`src/sm_tick_timer.sv`:
```
`timescale 1ns/1ps
/* Integer clock divider giving the execute tick, and the countdown that
   holds off execution for an instruction's delay field */
module sm_tick_timer #(
  parameter int DIV_W = 16
) (
  input  logic             clk,
  input  logic             reset,
  input  logic [DIV_W-1:0] div_int,
  input  logic             load,
  input  logic [4:0]       delay_val,
  output logic             tick,
  output logic             delaying
);

  logic [DIV_W-1:0] div_cnt;
  logic [4:0]       delay_cnt;
  logic             wrap;

  assign wrap     = (div_int <= 1) || (div_cnt >= div_int - 1'b1);  // 0 and 1 run every cycle
  assign delaying = (delay_cnt != '0);

  always_ff @(posedge clk) begin
    if (reset) begin
      div_cnt <= '0;
      tick    <= 1'b0;
    end else begin
      div_cnt <= wrap ? '0 : div_cnt + 1'b1;
      tick    <= wrap;
    end
  end

  always_ff @(posedge clk) begin
    if (reset) begin
      delay_cnt <= '0;
    end else if (tick) begin
      if (load) begin
        delay_cnt <= delay_val;
      end else if (delaying) begin
        delay_cnt <= delay_cnt - 1'b1;  // One tick burned per count
      end
    end
  end

endmodule

```
`config.mk`:
```
export PLATFORM = sky130hd
export DESIGN_NAME = sm_tick_timer
export DESIGN_NICKNAME = d
export VERILOG_FILES = /design/src/sm_tick_timer.sv
export SDC_FILE = /design/constraint.sdc
export NUM_CORES = 1
export LEC_CHECK = 0
export ABC_AREA = 1
export BUFFER_PORTS_ARGS = -buffer_cell sky130_fd_sc_hd__buf_2
export CAP_MARGIN = 20
export CORE_MARGIN = 2
export CORE_UTILIZATION = 54
export CTS_BUF_LIST = sky130_fd_sc_hd__clkbuf_16
export CTS_CLUSTER_DIAMETER = 200
export DETAILED_ROUTE_END_ITERATION = 6
export GPL_ROUTABILITY_DRIVEN = 0
export GPL_TIMING_DRIVEN = 0
export PLACE_DENSITY = 0.76
export SETUP_SLACK_MARGIN = 0.02
export SYNTH_ARGS = -nofsm -noshare
export SYNTH_HDL_FRONTEND = slang
export SYNTH_SLANG_ARGS = --single-unit
```
`constraint.sdc`:
```
create_clock -name clk -period 3.7 [get_ports clk]
set_input_delay 0.37 -clock clk [delete_from_list [all_inputs] [get_ports clk]]
set_output_delay 0.37 -clock clk [all_outputs]
set_load 0.02 [all_outputs]
```
==> results.md <==
- The run finished with clean final reports.
- At the pin with the least slew margin, the transition time is 0.288 ns.
- The final wirelength is 3760 um.
- The initial antenna violation count was 0.
- In this run the biggest area consumer among cell types represents a little under a quarter of the synthesized area.
- In this run, CTS created clock tree buffers numbering 3.
- The wire length of the first global-routing pass is 6490 um.
- From left edge to right edge, the die measures 63.6 um.
- The kind of end point of the critical path is a register.
- The shortest clock period the worst path allows after layout is 2.48 ns.
- Clock-pin slew was measured on the worst setup and hold paths at 0.06 ns.
- Of all cell types, the one taking the most synthesized area is sky130_fd_sc_hd__dfxtp_1.
- The max-capacitance violation count is 0.
- The data required time of the critical path is about 3.9 ns.
- The largest driver fanout on the critical path is 10.
- The detailed router placed 1708 vias in this run.
- The timing startpoint of the critical path is div_int[0].
- Cells with a size suffix above 1 make up approximately 16% of the layout.
- The synthesized instance count is 280.
- The worst setup path is of the input pin to register kind.
- The mean instance size in the synthesized netlist is 6.84 sq um.
- The worst pin sits at a relative slew slack of 80.6%.
- The part of the cycle the worst path needs is 67.0%.
- Setup repair after global routing left no endpoint under its margin.
- In this run the number of H-tree levels came out at 1.
- In this run, synthesis inferred 0 flip-flops with an integrated enable.
- For this design the static power due to leakage is 1.05 nW.
- The maximum number of pins on one net before global-route repair is 13.
- The filler cell count in the final layout is 343.
- 0 antenna diodes ended up in the layout.
- Yosys mapped the design onto 24 distinct sky130hd cell types.
- The largest incremental delay on the critical path is 0.27 ns.
- In the routed design, unresolved DRC markers number 0.
- Compared with the post-synthesis result, the final layout area differs by 13.4%.
- Once detailed placement completed, the half-perimeter wirelength came to 2990 um.
- The hold path startpoint is reset.
- Sorting the synthesized cells by area gives the leading types as sky130_fd_sc_hd__dfxtp_1 (23%), sky130_fd_sc_hd__ha_1 (14%), sky130_fd_sc_hd__nand2_1 (11%), sky130_fd_sc_hd__inv_1 (10%), sky130_fd_sc_hd__xor2_1 (7.3%).
- The clock net sink count is 22.
- The arrival time of data at the critical path endpoint is 2.68 ns.
- The Yosys step of the flow raised 0 warnings.
- At the end of the flow, the number of nets in the layout was between 300 and 400.
- The startpoint kind of the worst setup timing path is an input pin.
- Setup violations remaining at the end of the flow were counted as 0.
- TritonCTS built the clock tree.
- The global route total overflow is 0.
- The total negative slack is 0 ns.
- The average routed wire per standard cell is 10.6 um.
- The number of hold-repair buffers added at the cts stage is 0.
- The final clock skew is 0.00357 ns.
- The net count after synthesis is 325.
- The floorplan has 21 rows.
- Counting flops and latches in the post-synthesis netlist gives 22.
- The upper clock frequency limit is 403 MHz.
- In this run the vertical extent of the chip is 63.6 um.
- The number of vias per cell after detailed routing is about 4.8.
- The maximum buffer depth of the clock tree is 2.
- Across the VDD grid, the largest voltage drop is 0.133 mV.
- Dividing total power by cell area gives a power density of between 200 and 300 mW/mm^2.
- The clock latency reported for the late side of the worst-skew pair is 0.26 ns.
- The async set or reset register ratio after synthesis is 0%.
- The final number of hold-violating endpoints came to 0.
- The floorplan core area is 0.00336 sq mm.
- The count of buffering cells on the critical path with inverters included is 4.
- The number of cells upsized or downsized after cts is 0.
- The number of ports placed on the die boundary is 26.
- The worst hold path belongs to the class input pin to register.
- Across all hold checks on the routed design, the worst slack comes to 0.302 ns.
- The final antenna-violating net count is 0.
- In the synthesized netlist the dominant register cell turns out to be sky130_fd_sc_hd__dfxtp_1.
- Walking the worst path, the cells encountered are buf_2, inv_1, ha_1, nand2_4, nor2_4, nand2_1, o21ai_0, o21ai_0, inv_1, ha_1, nand2_1, a21oi_1, nor2_1, nand2_1, nor2_4, nand3_4, buf_12, nor2_2.
- Among all stages on the critical path, the largest delay is contributed by sky130_fd_sc_hd__ha_1.
- The cell that appears most often on the critical path is sky130_fd_sc_hd__nand2_1.
- The overall fraction of global-route tracks in use is 20.1%.
- The most repeated cell in the gate-level netlist after synthesis is sky130_fd_sc_hd__nand2_1.
- The startpoint of the worst register-to-register path is div_cnt[9].
- The sequential-to-total area share from yosys stat is 23.0%.
- Power comes to 0.000560 W.
- The number of global-route vias before repair came to 1541.
- Ranked by instance count, the synthesized netlist is headed by sky130_fd_sc_hd__nand2_1 (56), sky130_fd_sc_hd__inv_1 (51), sky130_fd_sc_hd__nor2_1 (30).
- The initial utilization of the core area, before any placement, comes to 57.0%.
- The max-slew violation total from the final report is 0.
- The first routing iteration left 66 violations.
- The kind of cell with the highest combined delay along the critical path is simple AND/OR/NAND/NOR gates.
- The synthesized netlist occupies a cell area of 0.00192 sq mm.
- The die covers 0.00404 sq mm.
- The tree is rooted in a sky130_fd_sc_hd__clkbuf_16.
- The number of buffers added on ports is 24.
- The total iterations of the first detailed-routing run is 4.
- The number of setup buffers added after CTS is 0.
stage by stage:
step,worst slack (ns),area [sq um],instances,util (%)
3_3_place_gp,1.00,2090,350,62.2
5_1_grt,0.917,2170,354,64.6
6_report,1.22,2170,354,64.6
2_1_floorplan,1.40,1920,280,-
4_1_cts,1.17,2170,354,64.6
3_5_place_dp,0.922,2090,350,62.2
where the power goes:
group | total [W] | switching (W) | internal (W) | leakage, nW
Combinational | 0.0000840 | 0.0000482 | 0.0000358 | 0.835
Sequential | 0.000243 | 0.00000291 | 0.000240 | 0.178
Clock | 0.000234 | 0.0000892 | 0.000144 | 0.0385
worst reg2reg max path: stages, from the launching register on:
cell and delay, ns:
sky130_fd_sc_hd__dfxtp_1 0.44, sky130_fd_sc_hd__ha_1 0.29, sky130_fd_sc_hd__nand2_1 0.07, sky130_fd_sc_hd__nand2_1 0.04
sky130_fd_sc_hd__nand2_1 0.05, sky130_fd_sc_hd__nand2_1 0.05, sky130_fd_sc_hd__nand2_1 0.05, sky130_fd_sc_hd__nand2_1 0.09
sky130_fd_sc_hd__nor2_4 0.15, sky130_fd_sc_hd__nand3_4 0.15, sky130_fd_sc_hd__buf_12 0.20, sky130_fd_sc_hd__nor2_2 0.07
registers in the layout (all words and copies together), names as in the netlist:
register,count
div_cnt,16
delay_cnt,5
tick,1
cell families after synthesis:
kind of cell               count (synthesis)  synth area share [%]
and+or+nand+nor                          135                  34.0
buffers and inverters                     53                  11.3
AOI/OAI and AO/OA                         24                  6.53
xor gates and xnor gates                  24                  11.0
DFF                                       22                  23.0
adders and majority gates                 21                  13.7
muxes                                      1                 0.523
cells in the final DEF (no fill, tap or decap), types with 3 or more instances in the layout:
cell type,Yosys,layout
sky130_fd_sc_hd__a21oi_1,12,12
sky130_fd_sc_hd__buf_2,1,25
sky130_fd_sc_hd__clkbuf_16,0,3
sky130_fd_sc_hd__dfxtp_1,22,22
sky130_fd_sc_hd__ha_1,21,21
sky130_fd_sc_hd__inv_1,51,51
sky130_fd_sc_hd__nand2_1,56,56
sky130_fd_sc_hd__nand3_1,15,15
sky130_fd_sc_hd__nand4_1,3,3
sky130_fd_sc_hd__nor2_1,30,30
sky130_fd_sc_hd__nor2_2,11,11
sky130_fd_sc_hd__nor2_4,6,6
sky130_fd_sc_hd__nor3_1,9,9
sky130_fd_sc_hd__o21ai_0,10,10
sky130_fd_sc_hd__xnor2_1,8,8
sky130_fd_sc_hd__xor2_1,16,16
metal layers:
| metal | vias up | GRT usage [%] | routed length [um] |
|---|---|---|---|
| met4 | 0 | 6.79 | 68 |
| met5 | - | 0 | 0 |
| met1 | 735 | 25.5 | 1800 |
| li1 | 934 | - | - |
| met2 | 32 | 35.0 | 1760 |
| met3 | 7 | 2.32 | 133 |
path summary, 6_finish.rpt:
kind | slack, ns | to | cells past startpoint
hold / removal | 0.30 | delay_cnt[3] | 2
setup / recovery | 1.22 | div_cnt[1] | 18
setup reg to reg | 2.00 | div_cnt[1] | 11
hold reg to reg | 0.47 | div_cnt[0] | 1
layout make-up:
type	count	area [sq um]	area share (%)
inverter	51	191	8.81
tap	46	57.6	2.65
multi-input combinational	205	1260	57.9
clock inverter	1	3.75	0.173
timing repair buffer	24	120	5.53
sequential	22	440	20.3
clock buffer	3	75.1	3.46
buffer	2	25.0	1.15
Power figures use the tool's default switching activity.
