**src/sm_pkg.sv**
```systemverilog
/* Shared definitions for the state machine: opcodes, the two instruction
   views, static configuration and the controller to data path command */
package sm_pkg;

  localparam int PC_W   = 5;  // 32-word program store
  localparam int WORD_W = 32;

  typedef enum logic [2:0] {
    JMP       = 3'd0,
    WAIT      = 3'd1,  // Not executed
    IN        = 3'd2,
    OUT       = 3'd3,
    PUSH_PULL = 3'd4,
    MOV       = 3'd5,
    IRQ       = 3'd6,  // Not executed
    SET       = 3'd7
  } sm_op_e;

  typedef struct packed {
    sm_op_e     op;
    logic [4:0] delay;
    logic [2:0] arg_a;  // Destination, source or condition
    logic [4:0] arg_b;  // Address, data or bit count
  } sm_fields_t;

  typedef struct packed {
    sm_op_e     op;
    logic [4:0] delay;
    logic [2:0] dest;
    logic [1:0] mov_op;  // None, invert, bit-reverse
    logic [2:0] src;
  } sm_mov_t;

  typedef union packed {
    sm_fields_t fields;
    sm_mov_t    mov;
  } sm_instr_u;

  typedef struct packed {
    logic [4:0] wrap_target;
    logic [4:0] wrap_end;
    logic       in_shift_right;
    logic       out_shift_right;
    logic [4:0] set_base;
    logic [2:0] set_count;
    logic [4:0] out_base;
    logic [5:0] out_count;
    logic [4:0] in_base;
  } sm_config_t;

  typedef struct packed {
    logic [WORD_W-1:0] new_val;
    logic              set_x;
    logic              set_y;
    logic              dec_x;
    logic              dec_y;
    logic              set_isr;
    logic              shift_isr;
    logic              set_osr;
    logic              shift_osr;
    logic              clr_isr;
    logic              wr_set_pins;
    logic              wr_set_dirs;
    logic              wr_out_pins;
    logic [4:0]        shift_n;  // 0 stands for 32
  } sm_dp_cmd_t;

endpackage

```
**src/sm_scratch.sv**
```systemverilog
`timescale 1ns/1ps
/* General purpose scratch register, instantiated once for X and once for Y.
   Load wins over decrement */
module sm_scratch (
  input  logic                      clk,
  input  logic                      reset,
  input  logic                      set,
  input  logic                      dec,
  input  logic [sm_pkg::WORD_W-1:0] din,
  output logic [sm_pkg::WORD_W-1:0] q
);

  always_ff @(posedge clk) begin
    if (reset) begin
      q <= '0;
    end else if (set) begin
      q <= din;
    end else if (dec) begin
      q <= q - 1'b1;  // JMP post-decrement
    end
  end

endmodule

```
**config.mk**
```make
export PLATFORM = sky130hd
export DESIGN_NAME = sm_scratch
export DESIGN_NICKNAME = d
export VERILOG_FILES = /design/src/sm_pkg.sv /design/src/sm_scratch.sv
export SDC_FILE = /design/constraint.sdc
export NUM_CORES = 1
export LEC_CHECK = 0
export BUFFER_PORTS_ARGS = -buffer_cell sky130_fd_sc_hd__buf_2
export CAP_MARGIN = 20
export CORE_ASPECT_RATIO = 1.4
export CORE_MARGIN = 2
export CORE_UTILIZATION = 45
export DETAILED_ROUTE_END_ITERATION = 10
export PLACE_DENSITY = 0.74
export SYNTH_ARGS = -nofsm -noshare
export SYNTH_HDL_FRONTEND = slang
export SYNTH_SLANG_ARGS = --single-unit
```
**constraint.sdc**
```tcl
create_clock -name clk -period 3.4 [get_ports clk]
set_clock_uncertainty 0.15 [all_clocks]
set_input_delay 0.68 -clock clk [delete_from_list [all_inputs] [get_ports clk]]
set_output_delay 0.68 -clock clk [all_outputs]
set_load 0.05 [all_outputs]
```
==> results.py, run 1 <==
metrics = {
    "floorplanning": {
        "std_cell_rows": 27,
        "coreArea_um2": 3920,
        "die_y_um": 79.6,
        "pin_count": 68,
        "die_x_um": 58.0,
        "die_area_um2": 4610,
        "initial_utilization": 0.468,
    },
    "synthesis": {
        "seq_area_frac_synth": 0.349,
        "syn_area_um2": 1840,
        "syn_avg_cell_area_um2": 8.19,
        "synth_fp_nets": 261,
        "yosys_register_bits": 32,
        "synth_cells": 224,
        "yosys.cell_types.count": 41,
        "synth_edf_count": 0,
        "ys.flop_type": "dfxtp_1",
        "async_flop_share": 0,
        "yosysWarningCount": 0,
    },
    "sta": {
        "max_freq_mhz": 365,
        "period_share": 0.806,
        "setup-tns-final_ps": 0,
        "rsz0062_at_grt": "no",
        "fin_crit_ps": 2740,
        "final_max_slew_viol_count": 0,
        "worst_pin_slew_ps": 835,
        "setup_viol": 0,
        "finalHoldViolCount": 0,
        "slew_headroom": 0.443,
    },
    "setup_path": {
        "required_ps": 3440,
        "criticalPathCategory": "primary input to register",
        "cp.arrival_ps": 2780,
        "crit_buf_inv": 1,
        "max_stage_delay_ps": 630,
        "cpMaxStageDelayCell": "or4_4",
        "path_cells": "buf_2 > or4b_1 > or4_4 > or4_1 > a311oi_1",
        "cp-end-kind": "register",
        "crit_family": "simple AND/OR/NAND/NOR gates",
        "critPathMaxFanout": 14,
        "start_kind": "primary input",
    },
    "clocking": {
        "tritoncts": "done",
        "ctsHoldBuffers": 0,
        "cts_sinks": 32,
        "cts_resized": 0,
        "htree_levels": 2,
        "post_cts_buffers": 0,
        "clockBufferDepth": 2,
        "clk_latency_ps": 290,
        "clk_pin_slew_ps": 70,
        "cts_made_buffers": 5,
        "root_buffer": "clkbuf_8",
    },
    "detailed_routing": {
        "dr_total_vias": 1953,
        "route.detailed.drc": 0,
        "wl_mm": 4.84,
        "wl_per_cell_um": 14.7,
        "first_iter_violations": 85,
        "viasPerCell": 5.95,
        "drtPass1Iterations": 4,
        "drtAntennaViolNets": 0,
    },
    "finish": {
        "top_regs": "q x32",
        "layout-drive-gt1-share": 0.288,
        "final_util": 0.580,
        "largest_register_ffs": 32,
        "syn2layout_area_growth_pct": 23.7,
        "fin_nets": 321,
        "regArea_um2": 641,
        "final_area_um2": 2270,
        "antenna_cells": 0,
        "fill_cells": 387,
        "max_flop_register": "q",
        "multi_input_area_um2": 1100,
    },
    "outcome": {
        "status": "completed",
    },
    "global_routing": {
        "antenna_found_initial": 0,
        "grt_overflow_total": 0,
        "grt_pass1_wl_mm": 8.04,
        "grt_pass1_vias": 1778,
        "grt_start_max_net_pins": 55,
        "grt_use_total": 0.221,
    },
    "placement": {
        "numPortBuffers": 67,
        "gp_congestion": 0.805,
        "dp_hpwl_mm": 3.38,
        "place_area_um2": 2160,
    },
    "power_and_ir_drop": {
        "vdd_drop_max_v": 0.000370,
        "power_density_nw_per_um2": 482,
        "leakage_nw": 0.914,
    },
    "run": {
        "max_cap_viol_count": 0,
    },
    "min_path": {
        "min_path_type": "register to register",
    },
}
[per-stage QoR]
stage	setup WS (ps)	power (W)	hold WS (ps)	instances
2_1_floorplan	563	0.000667	561	224
4_1_cts	655	0.00110	362	328
6_report	659	0.00109	359	328
3_5_place_dp	358	0.000742	350	320
5_1_grt	563	0.00115	410	328
3_3_place_gp	448	0.000738	356	320
[cells in the final DEF (no fill, tap or decap), types with 2 or more instances in the layout]
cell	synthesis	final
or4_4	2	2
nor3_1	6	6
dfxtp_1	32	32
nor4_1	8	8
nand4_1	2	2
and2_1	2	2
nand2b_1	2	2
xnor2_1	7	7
or2_2	2	2
nor2_1	33	33
inv_1	4	4
nor3b_1	3	3
or4_1	15	15
nand2_1	10	10
o21ai_0	5	5
o211ai_1	3	3
a211oi_1	10	10
a311oi_1	17	17
clkbuf_8	0	5
or3_1	8	8
a21oi_1	6	6
o31ai_1	9	9
xor2_1	4	4
nand3_1	4	4
buf_2	1	67
buf_4	0	2
[final cells by class]
cell class / count / share of cell area
multi-input combinational: 171 / 0.484
clock inverter: 2 / 0.0154
clock buffer: 6 / 0.0320
sequential: 32 / 0.282
tap: 43 / 0.0237
timing repair buffer: 69 / 0.154
inverter: 5 / 0.00826
[worst paths after layout]
path / from / endpoint / slack (ps) / cells after the start
min reg2reg: q[21]$_SDFFE_PP0P_ / q[21]$_SDFFE_PP0P_ / 360 / 2
max: dec / q[29]$_SDFFE_PP0P_ / 660 / 5
min: q[21]$_SDFFE_PP0P_ / q[21]$_SDFFE_PP0P_ / 360 / 2
max reg2reg: q[3]$_SDFFE_PP0P_ / q[26]$_SDFFE_PP0P_ / 660 / 4
[cells by family (layout without fill, tap and decap cells)]
group | count (synthesis) | after routing | synth area share
adder cells (fa/ha/maj) | 1 | 1 | 0.00682
buffers and inverters | 21 | 82 | 0.0518
AO/OA/AOI/OAI | 56 | 56 | 0.229
AND/OR/NAND/NOR | 103 | 103 | 0.311
flip-flops | 32 | 32 | 0.349
XOR/XNOR | 11 | 11 | 0.0525
[per-layer routing]
layer / wire length [um] / share of wire / GRT usage / vias to the layer above
met3: 243 / 0.050 / 0.0535 / 10
li1: - / - / - / 979
met5: 0 / 0 / 0 / -
met4: 90 / 0.019 / 0.100 / 0
met2: 2490 / 0.52 / 0.381 / 58
met1: 2010 / 0.42 / 0.254 / 906
[synthesized netlist by cell type (2+ instances only)]
cell      count  area share
a211oi_1     10       0.041
o31ai_1       9       0.037
nor3_1        6       0.016
a311oi_1     17       0.081
nand2_1      10       0.020
dfxtp_1      32        0.35
nand4_1       2      0.0068
nor3b_1       3       0.012
a21oi_1       6       0.016
nor2_1       33       0.067
or4_4         2       0.012
or3_1         8       0.027
and2_1        2      0.0068
or4_1        15       0.061
xor2_1        4       0.019
nor4_1        8       0.027
o211ai_1      3       0.012
inv_1         4      0.0082
o21ai_0       5       0.014
xnor2_1       7       0.033
or2_2         2      0.0068
nand2b_1      2      0.0068
nand3_1       4       0.011
buf_6         2       0.012
clkbuf_1     12       0.025
[power breakdown]
part	total [W]	internal, W	switching (W)
registers	0.000444	0.000404	0.0000399
clock network	0.000358	0.000217	0.000141
logic	0.000291	0.0000918	0.000200
[tightest hold or removal path, stage by stage (launching register included)]
cell and delay (ps):
dfxtp_1 320, o41ai_1 60, a311oi_1 80
(Power assumes the default switching activity.)
==> run 2: changes to the inputs <==
ABC_AREA = 1   (was default)
PLACE_DENSITY = 0.71   (was 0.74)
clock period = 2.7 ns   (was 3.4 ns; I/O delays follow)
==> run 2 against run 1 <==
Combinational power increased by 76%. Routed wire length up 27%. Sequential power is 25% higher. Hold slack improved by 20 ps. Sequential share of layout area shrank 5.1 points. Area after synthesis rose by 24%. Clock power increased by 7.3%.
==> results.py, run 2 <==
metrics = {
    "outcome": {
        "status": "completed",
    },
    "placement": {
        "dp_hpwl_mm": 4.71,
        "gp_congestion": 0.919,
        "numPortBuffers": 67,
        "placedCellCount": 483,
        "pre_cts_slack_ps": 619,
    },
    "setup_path": {
        "criticalPathCategory": "primary input to register",
        "max_stage_delay_ps": 480,
        "cp-end-kind": "register",
        "cp.arrival_ps": 1850,
        "cpMaxStageDelayCell": "nor2_4",
        "crit_path_start": "set",
        "start_kind": "primary input",
        "critPathMaxFanout": 35,
        "required_ps": 2760,
        "path_cells": "buf_2 > nor2_4 > inv_2 > a21oi_1 > o21ai_1 > a31oi_1",
        "rr_startpoint": "q[0]$_SDFFE_PP0P_",
    },
    "global_routing": {
        "grt_use_total": 0.234,
        "grt_overflow_total": 0,
        "grt_pass1_wl_mm": 10.6,
        "antenna_found_initial": 0,
        "grt_pass1_vias": 2522,
        "grt_start_max_net_pins": 36,
    },
    "sta": {
        "setup-tns-final_ps": 0,
        "fin_ws_ps": 912,
        "final_max_slew_viol_count": 0,
        "worst_hold_slack_ps": 379,
        "max_freq_mhz": 559,
        "setup_viol": 0,
        "slew_headroom": 0.527,
        "worst_pin_slew_ps": 709,
        "period_share": 0.662,
        "rsz0062_at_grt": "no",
        "finalHoldViolCount": 0,
        "fin_crit_ps": 1790,
    },
    "finish": {
        "regArea_um2": 641,
        "antenna_cells": 0,
        "fin_cells": 491,
        "max_flop_register": "q",
        "largest_register_ffs": 32,
        "layout_common_cells": "nand2_1, buf_2, nor2_1, inv_1, dfxtp_1",
        "fill_cells": 516,
        "final_common_cell": "nand2_1",
        "syn2layout_area_growth_pct": 21.5,
        "fin_nets": 463,
        "multi_input_area_um2": 1440,
        "top_regs": "q x32",
        "layout-drive-gt1-share": 0.281,
    },
    "power_and_ir_drop": {
        "power_density_nw_per_um2": 522,
        "vdd_drop_max_v": 0.000325,
        "leakage_nw": 1.34,
    },
    "clocking": {
        "cts_sinks": 32,
        "cts_made_buffers": 5,
        "tritoncts": "done",
        "clk_latency_ps": 280,
        "htree_levels": 2,
        "post_cts_buffers": 0,
        "ctsHoldBuffers": 0,
        "clk_pin_slew_ps": 70,
        "cts_resized": 0,
        "root_buffer": "clkbuf_8",
        "clockBufferDepth": 2,
    },
    "synthesis": {
        "ys.flop_type": "dfxtp_1",
        "synth_fp_nets": 397,
        "synth_common_cells": "nand2_1, nor2_1, inv_1, dfxtp_1, nand3_1",
        "synth_cells": 360,
        "yosys.area.top_type": "dfxtp_1",
        "yosysWarningCount": 0,
        "synth_top_cells_by_area": "dfxtp_1, nand2_1, nor2_1, a22oi_1, inv_1",
        "async_flop_share": 0,
        "syn_avg_cell_area_um2": 6.34,
        "synth_most_common_cell": "nand2_1",
        "yosys.cell_types.count": 30,
        "seq_area_frac_synth": 0.281,
        "yosys_register_bits": 32,
        "synth_edf_count": 0,
        "syn_area_um2": 2280,
        "synth_top_area_frac": 0.281,
    },
    "detailed_routing": {
        "dr_total_vias": 2510,
        "wl_per_cell_um": 12.5,
        "wl_mm": 6.13,
        "viasPerCell": 5.11,
        "drtPass1Iterations": 4,
        "first_iter_violations": 135,
        "drtAntennaViolNets": 0,
        "route.detailed.drc": 0,
    },
    "floorplanning": {
        "coreArea_um2": 4880,
        "die_x_um": 64.2,
        "die_y_um": 88.3,
        "die_area_um2": 5660,
        "initial_utilization": 0.468,
        "pin_count": 68,
        "std_cell_rows": 30,
    },
    "min_path": {
        "hold_path.startpoint": "din[5]",
        "min_path_type": "primary input to register",
    },
    "run": {
        "max_cap_viol_count": 0,
    },
}
[run 2: area by class of cell]
type                       instances  area share
sequential                        32       0.231
timing repair buffer              70       0.134
tap                               64      0.0289
multi-input combinational        276       0.518
inverter                          41      0.0560
clock buffer                       8      0.0325
[run 2: logic make-up (layout without fill, tap and decap cells)]
| group | Yosys count | in the layout | share of synthesized area |
|---|---|---|---|
| and+or+nand+nor | 198 | 198 | 0.404 |
| AOI/OAI and AO/OA | 71 | 71 | 0.197 |
| buffers and inverters | 52 | 119 | 0.0899 |
| DFF | 32 | 32 | 0.281 |
| xor gates and xnor gates | 6 | 6 | 0.0230 |
| adders and majority gates | 1 | 1 | 0.00548 |
[run 2: through the flow]
stage,util,instance area (um2),total power (W)
floorplan,-,2280,0.000950
global placement,0.550,2680,0.00107
detailed placement,0.550,2680,0.00107
CTS,0.568,2770,0.00146
global route,0.568,2770,0.00154
finish,0.568,2770,0.00145
[run 2: critical path: cells and delay by family]
| family | cells | cell delay, ps |
|---|---|---|
| and+or+nand+nor | 1 | 480 |
| buffers and inverters | 2 | 460 |
| AOI/OAI and AO/OA | 3 | 360 |
[run 2: report_power, final]
group	switching, W	leakage (nW)	internal [W]
Clock	0.000176	0.0455	0.000208
Sequential	0.0000488	0.264	0.000505
Combinational	0.000354	1.03	0.000156
Total	0.000579	1.34	0.000869
[run 2: layer usage]
| metal | track usage | vias to the layer above | part of all wire | wire, um |
|---|---|---|---|---|
| met5 | 0 | - | 0 | 0 |
| met4 | 0.0967 | 0 | 0.018 | 110 |
| met3 | 0.0382 | 9 | 0.045 | 276 |
| met2 | 0.454 | 63 | 0.52 | 3200 |
| met1 | 0.248 | 1133 | 0.41 | 2540 |
| li1 | - | 1305 | - | - |
[run 2: worst paths after layout]
check,to,slack (ps),cells after the start
worst max register to register,q[14]$_SDFFE_PP0P_,940,10
worst max-delay path,q[3]$_SDFFE_PP0P_,910,6
worst min register to register,q[14]$_SDFFE_PP0P_,410,2
worst min-delay path,q[5]$_SDFFE_PP0P_,380,3
