===== config.mk =====
export PLATFORM = sky130hd
export DESIGN_NAME = sm_control
export DESIGN_NICKNAME = d
export VERILOG_FILES = /design/src/sm_pkg.sv /design/src/sm_control.sv
export SDC_FILE = /design/constraint.sdc
export NUM_CORES = 1
export LEC_CHECK = 0
export ABC_AREA = 1
export ABC_CLOCK_PERIOD_IN_PS = 3050
export BUFFER_PORTS_ARGS = -buffer_cell sky130_fd_sc_hd__buf_2
export CELL_PAD_IN_SITES_DETAIL_PLACEMENT = 1
export CELL_PAD_IN_SITES_GLOBAL_PLACEMENT = 2
export CORE_MARGIN = 1
export CORE_UTILIZATION = 18
export DETAILED_ROUTE_END_ITERATION = 12
export PLACE_DENSITY = 0.85
export SLEW_MARGIN = 20
export SYNTH_ARGS = -nofsm -noshare
export SYNTH_HDL_FRONTEND = slang
export SYNTH_SLANG_ARGS = --single-unit

===== constraint.sdc =====
create_clock -name clk -period 3.05 [get_ports clk]
set_clock_uncertainty 0.1 [all_clocks]
set_input_delay 0.61 -clock clk [delete_from_list [all_inputs] [get_ports clk]]
set_output_delay 0.61 -clock clk [all_outputs]
set_load 0.02 [all_outputs]

===== src/sm_pkg.sv =====
/* Shared definitions for the state machine: opcodes, the two instruction
   views, static configuration and the controller to data path command */
package sm_pkg;

  localparam int PC_W   = 5;  // 32-word program store
  localparam int WORD_W = 32;

  typedef enum logic [2:0] {
    JMP       = 3'd0,
    WAIT      = 3'd1,  // Not executed
    IN        = 3'd2,
    OUT       = 3'd3,
    PUSH_PULL = 3'd4,
    MOV       = 3'd5,
    IRQ       = 3'd6,  // Not executed
    SET       = 3'd7
  } sm_op_e;

  typedef struct packed {
    sm_op_e     op;
    logic [4:0] delay;
    logic [2:0] arg_a;  // Destination, source or condition
    logic [4:0] arg_b;  // Address, data or bit count
  } sm_fields_t;

  typedef struct packed {
    sm_op_e     op;
    logic [4:0] delay;
    logic [2:0] dest;
    logic [1:0] mov_op;  // None, invert, bit-reverse
    logic [2:0] src;
  } sm_mov_t;

  typedef union packed {
    sm_fields_t fields;
    sm_mov_t    mov;
  } sm_instr_u;

  typedef struct packed {
    logic [4:0] wrap_target;
    logic [4:0] wrap_end;
    logic       in_shift_right;
    logic       out_shift_right;
    logic [4:0] set_base;
    logic [2:0] set_count;
    logic [4:0] out_base;
    logic [5:0] out_count;
    logic [4:0] in_base;
  } sm_config_t;

  typedef struct packed {
    logic [WORD_W-1:0] new_val;
    logic              set_x;
    logic              set_y;
    logic              dec_x;
    logic              dec_y;
    logic              set_isr;
    logic              shift_isr;
    logic              set_osr;
    logic              shift_osr;
    logic              clr_isr;
    logic              wr_set_pins;
    logic              wr_set_dirs;
    logic              wr_out_pins;
    logic [4:0]        shift_n;  // 0 stands for 32
  } sm_dp_cmd_t;

endpackage


===== src/sm_control.sv =====
`timescale 1ns/1ps
/* Instruction decode and execute. Turns the current instruction into a
   data path command and FIFO strobes, and steps the program counter */
module sm_control (
  input  logic                      clk,
  input  logic                      reset,
  input  sm_pkg::sm_config_t        cfg,
  input  sm_pkg::sm_instr_u         instr,
  input  logic                      tick,
  input  logic                      delaying,
  input  logic [sm_pkg::WORD_W-1:0] x,
  input  logic [sm_pkg::WORD_W-1:0] y,
  input  logic [sm_pkg::WORD_W-1:0] isr_val,
  input  logic [sm_pkg::WORD_W-1:0] osr_val,
  input  logic [sm_pkg::WORD_W-1:0] out_bits,
  input  logic [sm_pkg::WORD_W-1:0] in_rot,
  input  logic [sm_pkg::WORD_W-1:0] tx_data,
  input  logic                      tx_empty,
  input  logic                      rx_full,
  output sm_pkg::sm_dp_cmd_t        cmd,
  output logic                      load,
  output logic [4:0]                delay_val,
  output logic [sm_pkg::PC_W-1:0]   pc,
  output logic                      pull,
  output logic                      push,
  output logic [sm_pkg::WORD_W-1:0] rx_data,
  output logic                      stalled
);

  typedef enum logic {RUN, STALL} state_e;

  state_e                    state;
  sm_pkg::sm_op_e            op;
  logic [2:0]                arg_a;
  logic [4:0]                arg_b;
  logic [2:0]                src_sel;
  logic [sm_pkg::WORD_W-1:0] src_val;
  logic [sm_pkg::WORD_W-1:0] mov_val;
  logic                      exec_en;
  logic                      stall_now;
  logic                      jump;
  logic [sm_pkg::PC_W-1:0]   jump_addr;
  logic [sm_pkg::PC_W-1:0]   next_pc;

  function automatic logic [sm_pkg::WORD_W-1:0] apply_op(
    input logic [sm_pkg::WORD_W-1:0] v,
    input logic [1:0]                mop
  );
    logic [sm_pkg::WORD_W-1:0] r;
    r = v;
    case (mop)
      2'd1: r = ~v;
      2'd2: begin
        for (int i = 0; i < sm_pkg::WORD_W; i++) begin
          r[i] = v[sm_pkg::WORD_W-1-i];
        end
      end
      default: r = v;  // Code 3 is reserved
    endcase
    return r;
  endfunction

  assign op        = instr.fields.op;
  assign arg_a     = instr.fields.arg_a;
  assign arg_b     = instr.fields.arg_b;
  assign delay_val = instr.fields.delay;
  assign exec_en   = tick && !delaying;
  assign src_sel   = (op == sm_pkg::MOV) ? instr.mov.src : arg_a;  // IN and MOV share the mux
  assign mov_val   = apply_op(src_val, instr.mov.mov_op);
  assign load      = exec_en && !stall_now;  // Delay starts once the instruction completes
  assign rx_data   = isr_val;
  assign stalled   = (state == STALL);

  always_comb begin
    case (src_sel)
      3'd0:    src_val = in_rot;
      3'd1:    src_val = x;
      3'd2:    src_val = y;
      3'd6:    src_val = isr_val;
      3'd7:    src_val = osr_val;
      default: src_val = '0;  // NULL
    endcase
  end

  always_comb begin
    cmd       = '0;
    pull      = 1'b0;
    push      = 1'b0;
    stall_now = 1'b0;
    jump      = 1'b0;
    jump_addr = arg_b;
    if (exec_en) begin
      case (op)
        sm_pkg::JMP: begin
          case (arg_a)
            3'd0: jump = 1'b1;
            3'd1: jump = (x == '0);
            3'd2: begin
              jump      = (x != '0);
              cmd.dec_x = jump;  // Post-decrement only when taken
            end
            3'd3: jump = (y == '0);
            3'd4: begin
              jump      = (y != '0);
              cmd.dec_y = jump;
            end
            3'd5: jump = (x != y);
            default: jump = 1'b0;
          endcase
        end
        sm_pkg::IN: begin
          if (!arg_a[2]) begin  // Pins, X, Y or NULL
            cmd.shift_isr = 1'b1;
            cmd.shift_n   = arg_b;
            cmd.new_val   = src_val;
          end
        end
        sm_pkg::OUT: begin
          if (arg_a <= 3'd3 || arg_a == 3'd5) begin
            cmd.shift_osr = 1'b1;
            cmd.shift_n   = arg_b;
            cmd.new_val   = out_bits;
            case (arg_a)
              3'd0: cmd.wr_out_pins = 1'b1;
              3'd1: cmd.set_x = 1'b1;
              3'd2: cmd.set_y = 1'b1;
              3'd5: begin
                jump      = 1'b1;
                jump_addr = out_bits[sm_pkg::PC_W-1:0];
              end
              default: cmd.shift_osr = 1'b1;  // NULL just discards
            endcase
          end
        end
        sm_pkg::PUSH_PULL: begin
          if (!arg_a[2]) begin  // PUSH
            if (!rx_full) begin
              push        = 1'b1;
              cmd.clr_isr = 1'b1;
            end else begin
              stall_now = arg_a[0];  // Block bit
            end
          end else if (!tx_empty) begin  // PULL with data waiting
            pull        = 1'b1;
            cmd.set_osr = 1'b1;
            cmd.new_val = tx_data;
          end else if (arg_a[0]) begin
            stall_now = 1'b1;
          end else begin
            cmd.set_osr = 1'b1;  // Empty non-blocking pull takes X
            cmd.new_val = x;
          end
        end
        sm_pkg::MOV: begin
          if (instr.mov.src[2:1] != 2'b10) begin  // Sources 4 and 5 unsupported
            cmd.new_val = mov_val;
            case (instr.mov.dest)
              3'd0: cmd.wr_out_pins = 1'b1;
              3'd1: cmd.set_x = 1'b1;
              3'd2: cmd.set_y = 1'b1;
              3'd6: cmd.set_isr = 1'b1;
              3'd7: cmd.set_osr = 1'b1;
              default: cmd.set_x = 1'b0;  // Pindirs, EXEC and PC ignored
            endcase
          end
        end
        sm_pkg::SET: begin
          cmd.new_val = {{(sm_pkg::WORD_W-5){1'b0}}, arg_b};
          case (arg_a)
            3'd0: cmd.wr_set_pins = 1'b1;
            3'd1: cmd.set_x = 1'b1;
            3'd2: cmd.set_y = 1'b1;
            3'd4: cmd.wr_set_dirs = 1'b1;
            default: cmd.set_x = 1'b0;
          endcase
        end
        default: jump = 1'b0;  // WAIT and IRQ fall through as no-ops
      endcase
    end
  end

  assign next_pc = jump ? jump_addr :
                   (pc == cfg.wrap_end) ? cfg.wrap_target : pc + 1'b1;

  always_ff @(posedge clk) begin
    if (reset) begin
      pc    <= '0;
      state <= RUN;
    end else if (exec_en) begin
      state <= stall_now ? STALL : RUN;
      if (!stall_now) begin
        pc <= next_pc;  // A stall retries the same word
      end
    end
  end

endmodule


==> results of run 1 <==
[per-stage QoR]
stage               instances  TNS, ns
global placement         1844   -9.779
CTS                      1869   -5.120
global route             1877   -10.53
floorplan                1141        0
finish                   1878   -7.131
detailed placement       1844   -11.28
[Yosys cell counts, drive strengths merged, types with 4 or more instances]
cell type and number:
clkinv 28, nor2 168, nand4 59, xnor2 19, a21oi 33, dfxtp 6, nand2 322, nor3 15
nand3 129, clkbuf 41, xor2 4, o21ai 74, inv 112, o22ai 29, buf 64, a22o 27
[power by group through the flow]
stage               registers (mW)  clock network [mW]  logic, mW
floorplan                   0.0903                   0      0.654
global placement            0.0877                   0       1.19
detailed placement          0.0878                   0       1.21
CTS                         0.0867               0.220       1.41
global route                0.0871               0.227       1.58
finish                      0.0867               0.217       1.46
[tightest hold or removal path, stage by stage, from the launching register on]
cell and delay (ns):
dfxtp_1 0.33, nor2_1 0.05, nor2_1 0.08
[how the worst min path moves through the flow]
stage | from | to | slack, ns | cells past startpoint
after CTS | stalled$_SDFFE_PP0P_ | stalled$_SDFFE_PP0P_ | 0.40 | 2
after floorplan | stalled$_SDFFE_PP0P_ | stalled$_SDFFE_PP0P_ | 0.46 | 2
final | stalled$_SDFFE_PP0P_ | stalled$_SDFFE_PP0P_ | 0.39 | 2
after global routing | stalled$_SDFFE_PP0P_ | stalled$_SDFFE_PP0P_ | 0.42 | 2
after global placement | stalled$_SDFFE_PP0P_ | stalled$_SDFFE_PP0P_ | 0.37 | 2
after detailed placement | stalled$_SDFFE_PP0P_ | stalled$_SDFFE_PP0P_ | 0.39 | 2
[sequential cells by signal, indices dropped and copies added (netlist names)]
| register | cells |
|---|---|
| stalled | 1 |
| pc | 5 |
[metal layers]
metal	wire (µm)	part of all wire (%)	global-route usage (%)
met1	15480	40	26.60
met4	1180	3.1	6.427
met2	19990	52	44.43
met5	58	0.15	0
met3	1645	4.3	2.408
[timing repair]
item / CTS / global route
pin swaps: 42 / 18
gates resized for setup: 221 / 52
gates cloned: 5 / 3
hold buffers: 0 / 0
hold endpoints to repair: 0 / 0
setup endpoints to repair: 32 / 32
setup buffers: 18 / 0
[logic make-up after synthesis]
family | Yosys count
AOI/OAI and AO/OA | 167
and+or+nand+nor | 696
DFF | 6
adders and majority gates | 3
buffers and inverters | 245
xor gates and xnor gates | 23
muxes | 1
[cell type report]
class,count,area [µm²]
Clock buffer,3,75.07
Fill cell,4062,21060
Antenna cell,6,15.01
Tap cell,396,495.5
Multi-Input combinational cell,890,5176
Inverter,140,533.0
Sequential cell,6,120.1
Timing Repair Buffer,437,3110
==> impl_metrics.json, run 1 <==
{
  "status": "finished, violations left",
  "failed_checks": "setup timing",
  "crit_start": "instr[15]",
  "die_area_um2": 31830,
  "p_total_mw": 1.767,
  "crit_slowest_cell": "nor2_8",
  "synth_area_um2": 5602,
  "cp_top_family": "buffers and inverters",
  "r2r_slack_ns": 1.27,
  "hold_viol": 0,
  "core_um2": 30590,
  "global_route.overflow_total": 0,
  "syn2layout_area_growth_pct": 70.05,
  "clk-insertion-delay-late_ns": 0.23,
  "dpl.hpwl_um": 30230,
  "fin_crit_sh_pct": 109.4,
  "synth_top_family_by_area": "simple AND/OR/NAND/NOR gates",
  "grt_pass1_vias": 9411,
  "worstHoldPathType": "register to register",
  "wl_per_cell_um": 20.42,
  "crit_buf_inv": 7,
  "swShare_pct": 52.04,
  "grt.total_usage_pct": 23.13,
  "ys_ff_latch": 6,
  "cp_data_arrival_time_ns": 2.63,
  "clock_path_buffers": 2,
  "synth.distinct_cells": 35,
  "pwr-share-clk_pct": 12.3,
  "grt_pass1_wl_um": 55310,
  "ys_seq_area_share_pct": 2.144,
  "slew-limit-headroom_pct": 61.30,
  "rsz0062_at_grt": "yes",
  "mostFrequentLayoutCells": "buf_2, nand2_1, nor2_1",
  "seqPwrFrac_pct": 4.9,
  "final_common_cell": "buf_2",
  "yosysWarnings": 0,
  "fmax_ghz": 0.2998,
  "finalCoreUtilization_pct": 31.14,
  "synth_edf_count": 0,
  "placed_cell_area_um2": 8031,
  "p_int_uw": 847.4,
  "fin_area_um2": 9525,
  "gp_congestion": 0.8820,
  "p_comb_share_pct": 82.8,
  "r2r_cells": 8,
  "layout-drive-gt1-share_pct": 40.45,
  "drt_iter0_drc": 332,
  "clkTransAtPathRegs_ns": 0.03,
  "synth_simple_gate_area_share_pct": 53.88,
  "cts_root_buf": "clkbuf_16",
  "end_kind": "output pin",
  "power.density_nw_per_um2": 185.5,
  "synthMuxAreaShare_pct": 0.1787,
  "port-buffer-count": 340,
  "min_period_ns": 3.336,
  "holdWs_ns": 0.3924,
  "cts_tree": "yes",
  "synth_xor_area_share_pct": 3.596,
  "r2r-end": "pc[4]$_SDFFE_PP0P_",
  "cts_sinks": 6,
  "die_w_um": 178.4,
  "leakage_nw": 4.827,
  "antenna_found_initial": 9,
  "wirelength_um": 38360,
  "place_worst_setup_slack_ns": -0.4576,
  "cts_inserted_buffers": 3,
  "worstSetupStartpointType": "input port",
  "synthAdderAreaFrac_pct": 0.6701,
  "drc": 0,
  "cts.htree.levels": 1,
  "r2r_start": "pc[0]$_SDFFE_PP0P_",
  "critical_path_class": "input port to output pin",
  "yosysTopAreaCell": "nand2_1",
  "max_stage_delay_ns": 0.21,
  "dr.pass1.iters": 5,
  "slew_violations": 0,
  "rows": 64,
  "path_cells": "buf_8 -> nand2_4 -> nor2_8 -> o21ai_4 -> buf_6 -> buf_6 -> nor3_4 -> buf_4 -> buf_8 -> nand2_1 -> o21ai_2 -> nor2_2 -> nand2_1 -> nand2_1 -> clkinv_1 -> nand2_1 -> a21oi_1 -> buf_4",
  "ioPinCount": 377,
  "worstPathRequired_ns": 2.34,
  "initial_core_util_pct": 18.31,
  "vias_per_cell": 4.839,
  "setup_viol": 32,
  "cp_max_fo": 6,
  "die_h_um": 178.4,
  "syn_area_per_cell_um2": 4.909,
  "async_reset_ff_share_pct": 0,
  "layout_setup_ws_ns": -0.2855,
  "grt_max_degree": 34,
  "ant_nets": 0,
  "cpMostUsedCell": "nand2_1",
  "synth_compound_area_share_pct": 19.43,
  "synthCells": 1141,
  "cp_num_cells": 18,
  "synth_area_leaders": "nand2_1, nand3_1, nor2_1",
  "nNetsFinal": 1763,
  "vias": 9088,
  "synth.top_cell.area_share_pct": 21.31,
  "vdd_ir_drop_max_mv": 0.1658,
  "worst_pin_slew_ns": 0.5761,
  "p_switching_uw": 919.7,
  "ys.flop_type": "dfxtp_1",
  "syn-num-nets": 1426,
  "drv_cap": 0,
  "endpoint": "cmd[37]"
}
Note: power is estimated with default switching activity, not from simulation.
==> run 2: changes to the inputs <==
--- a/constraint.sdc
+++ b/constraint.sdc
@@ -3,3 +3,3 @@
 set_input_delay 0.61 -clock clk [delete_from_list [all_inputs] [get_ports clk]]
 set_output_delay 0.61 -clock clk [all_outputs]
-set_load 0.02 [all_outputs]
+set_load 0.005 [all_outputs]
==> impl_metrics.json, run 2 (synthesized netlist as in run 1, its figures left out) <==
{
  "drv_cap": 0,
  "dp.cells": 1837,
  "cts_inserted_buffers": 3,
  "worstHoldPathType": "register to register",
  "grt_pass1_wl_um": 53540,
  "leakage_nw": 4.763,
  "drt_iter0_drc": 310,
  "die_area_um2": 31830,
  "grt_pass1_vias": 9135,
  "slew-limit-headroom_pct": 55.67,
  "worstPathRequired_ns": 2.34,
  "end_kind": "output pin",
  "vias": 8983,
  "crit_buf_inv": 7,
  "gp_congestion": 0.8659,
  "finalSetupTns_ns": -5.634,
  "core_um2": 30590,
  "worst_pin_slew_ns": 0.6599,
  "die_w_um": 178.4,
  "hold_buffers": 0,
  "placed_cell_area_um2": 7979,
  "power.density_nw_per_um2": 181.7,
  "cp_data_arrival_time_ns": 2.56,
  "holdWs_ns": 0.3900,
  "setup_viol": 32,
  "ioPinCount": 377,
  "critical_path_class": "input port to output pin",
  "rsz0062_at_grt": "yes",
  "path_cells": "buf_8 -> nand2_4 -> nor2_8 -> buf_12 -> o21ai_4 -> buf_6 -> nor3_4 -> buf_12 -> buf_12 -> nand2_4 -> o21ai_4 -> nor2_4 -> nand2_1 -> nand2_1 -> inv_1 -> nand2_1 -> a21oi_2 -> buf_2",
  "crit_slowest_cell": "nor3_4",
  "syn2layout_area_growth_pct": 65.42,
  "r2r_cells": 8,
  "cts_sinks": 6,
  "cts_tree": "yes",
  "whs_path_depth": 2,
  "min_period_ns": 3.268,
  "hold_path_end": "stalled$_SDFFE_PP0P_",
  "finalCoreUtilization_pct": 30.29,
  "ant_nets": 0,
  "worstSetupStartpointType": "input port",
  "initial_core_util_pct": 18.31,
  "vdd_ir_drop_max_mv": 0.1410,
  "r2r_start": "pc[0]$_SDFFE_PP0P_",
  "cts_root_buf": "clkbuf_16",
  "rows": 64,
  "p_total_mw": 1.683,
  "global_route.overflow_total": 0,
  "max_stage_delay_ns": 0.21,
  "nNetsFinal": 1748,
  "cts.htree.levels": 1,
  "clk-insertion-delay-late_ns": 0.23,
  "layout_setup_ws_ns": -0.2182,
  "drc": 0,
  "seqCellArea_um2": 120.1,
  "clkTransAtPathRegs_ns": 0.03,
  "r2r-end": "pc[4]$_SDFFE_PP0P_",
  "dr.pass1.iters": 4,
  "fin_area_um2": 9266,
  "largest_reg_flops": 5,
  "dpl.hpwl_um": 29870,
  "port-buffer-count": 340,
  "multiInputGateArea_um2": 5199,
  "cp_max_fo": 6,
  "r2r_slack_ns": 1.25,
  "clock_path_buffers": 2,
  "wl_per_cell_um": 20.21,
  "mostFrequentLayoutCells": "buf_2, nand2_1, nor2_1",
  "status": "finished, violations left",
  "cp_top_family": "buffers and inverters",
  "fin_crit_sh_pct": 107.2,
  "slew_violations": 0,
  "regMostFlops": "pc",
  "final_common_cell": "buf_2",
  "die_h_um": 178.4,
  "place_worst_setup_slack_ns": -0.3830,
  "layout.cells.non_filler": 1864,
  "vias_per_cell": 4.819,
  "layout-drive-gt1-share_pct": 40.93,
  "fill_cells": 4072,
  "fmax_ghz": 0.3060,
  "hold_viol": 0,
  "antenna_found_initial": 9,
  "hp-start": "stalled$_SDFFE_PP0P_",
  "wirelength_um": 37680,
  "grt_max_degree": 35,
  "failed_checks": "setup timing",
  "grt.total_usage_pct": 22.34
}
[run 2: cell count changes in the layout (fill, tap and decap cells not counted), sizes merged]
cell / before / now
buf: 434 / 420
clkbuf: 6 / 5
clkinv: 28 / 26
diode: 6 / 7
inv: 112 / 114
[run 2: where the power goes]
| part | switching (mW) | internal (mW) |
|---|---|---|
| clock | 0.0424 | 0.168 |
| sequential | 0.00463 | 0.0821 |
| combinational | 0.819 | 0.567 |
| total | 0.866 | 0.817 |
[run 2: worst max-delay path by stage]
stage / startpoint / end / slack, ns / cells after the start
finish: instr[13] / cmd[31] / -0.22 / 18
global placement: instr[15] / cmd[32] / -0.32 / 15
global route: instr[13] / cmd[40] / -0.33 / 18
CTS: instr[15] / cmd[47] / -0.19 / 15
floorplan: instr[7] / cmd[41] / 0.25 / 13
detailed placement: instr[15] / cmd[31] / -0.38 / 15
[run 2: area by class of cell]
type,count,share of cell area [%]
clock buffer,3,0.8102
sequential,6,1.296
inverter,140,5.806
antenna,7,0.1890
timing repair buffer,422,30.45
tap,396,5.347
multi-input combinational,890,56.10
[run 2: metal layers]
layer / track usage, % / part of all wire (%)
met1: 26.48 / 41
met4: 7.097 / 3.7
met3: 1.577 / 4.1
met5: 0 / 0.061
met2: 42.09 / 51
[run 2: worst min-delay path, stage by stage, from the launching register on]
cell,delay (ns)
dfxtp_1,0.32
nor2_1,0.05
nor2_1,0.08
[run 2: timing repair]
| action | 4_1_cts | 5_1_grt |
|---|---|---|
| hold endpoints to repair | 0 | 0 |
| resized for setup | 117 | 141 |
| cloned | 2 | 3 |
| setup buffers | 6 | 8 |
| pin swaps | 22 | 61 |
| endpoints found under the setup margin | 32 | 32 |
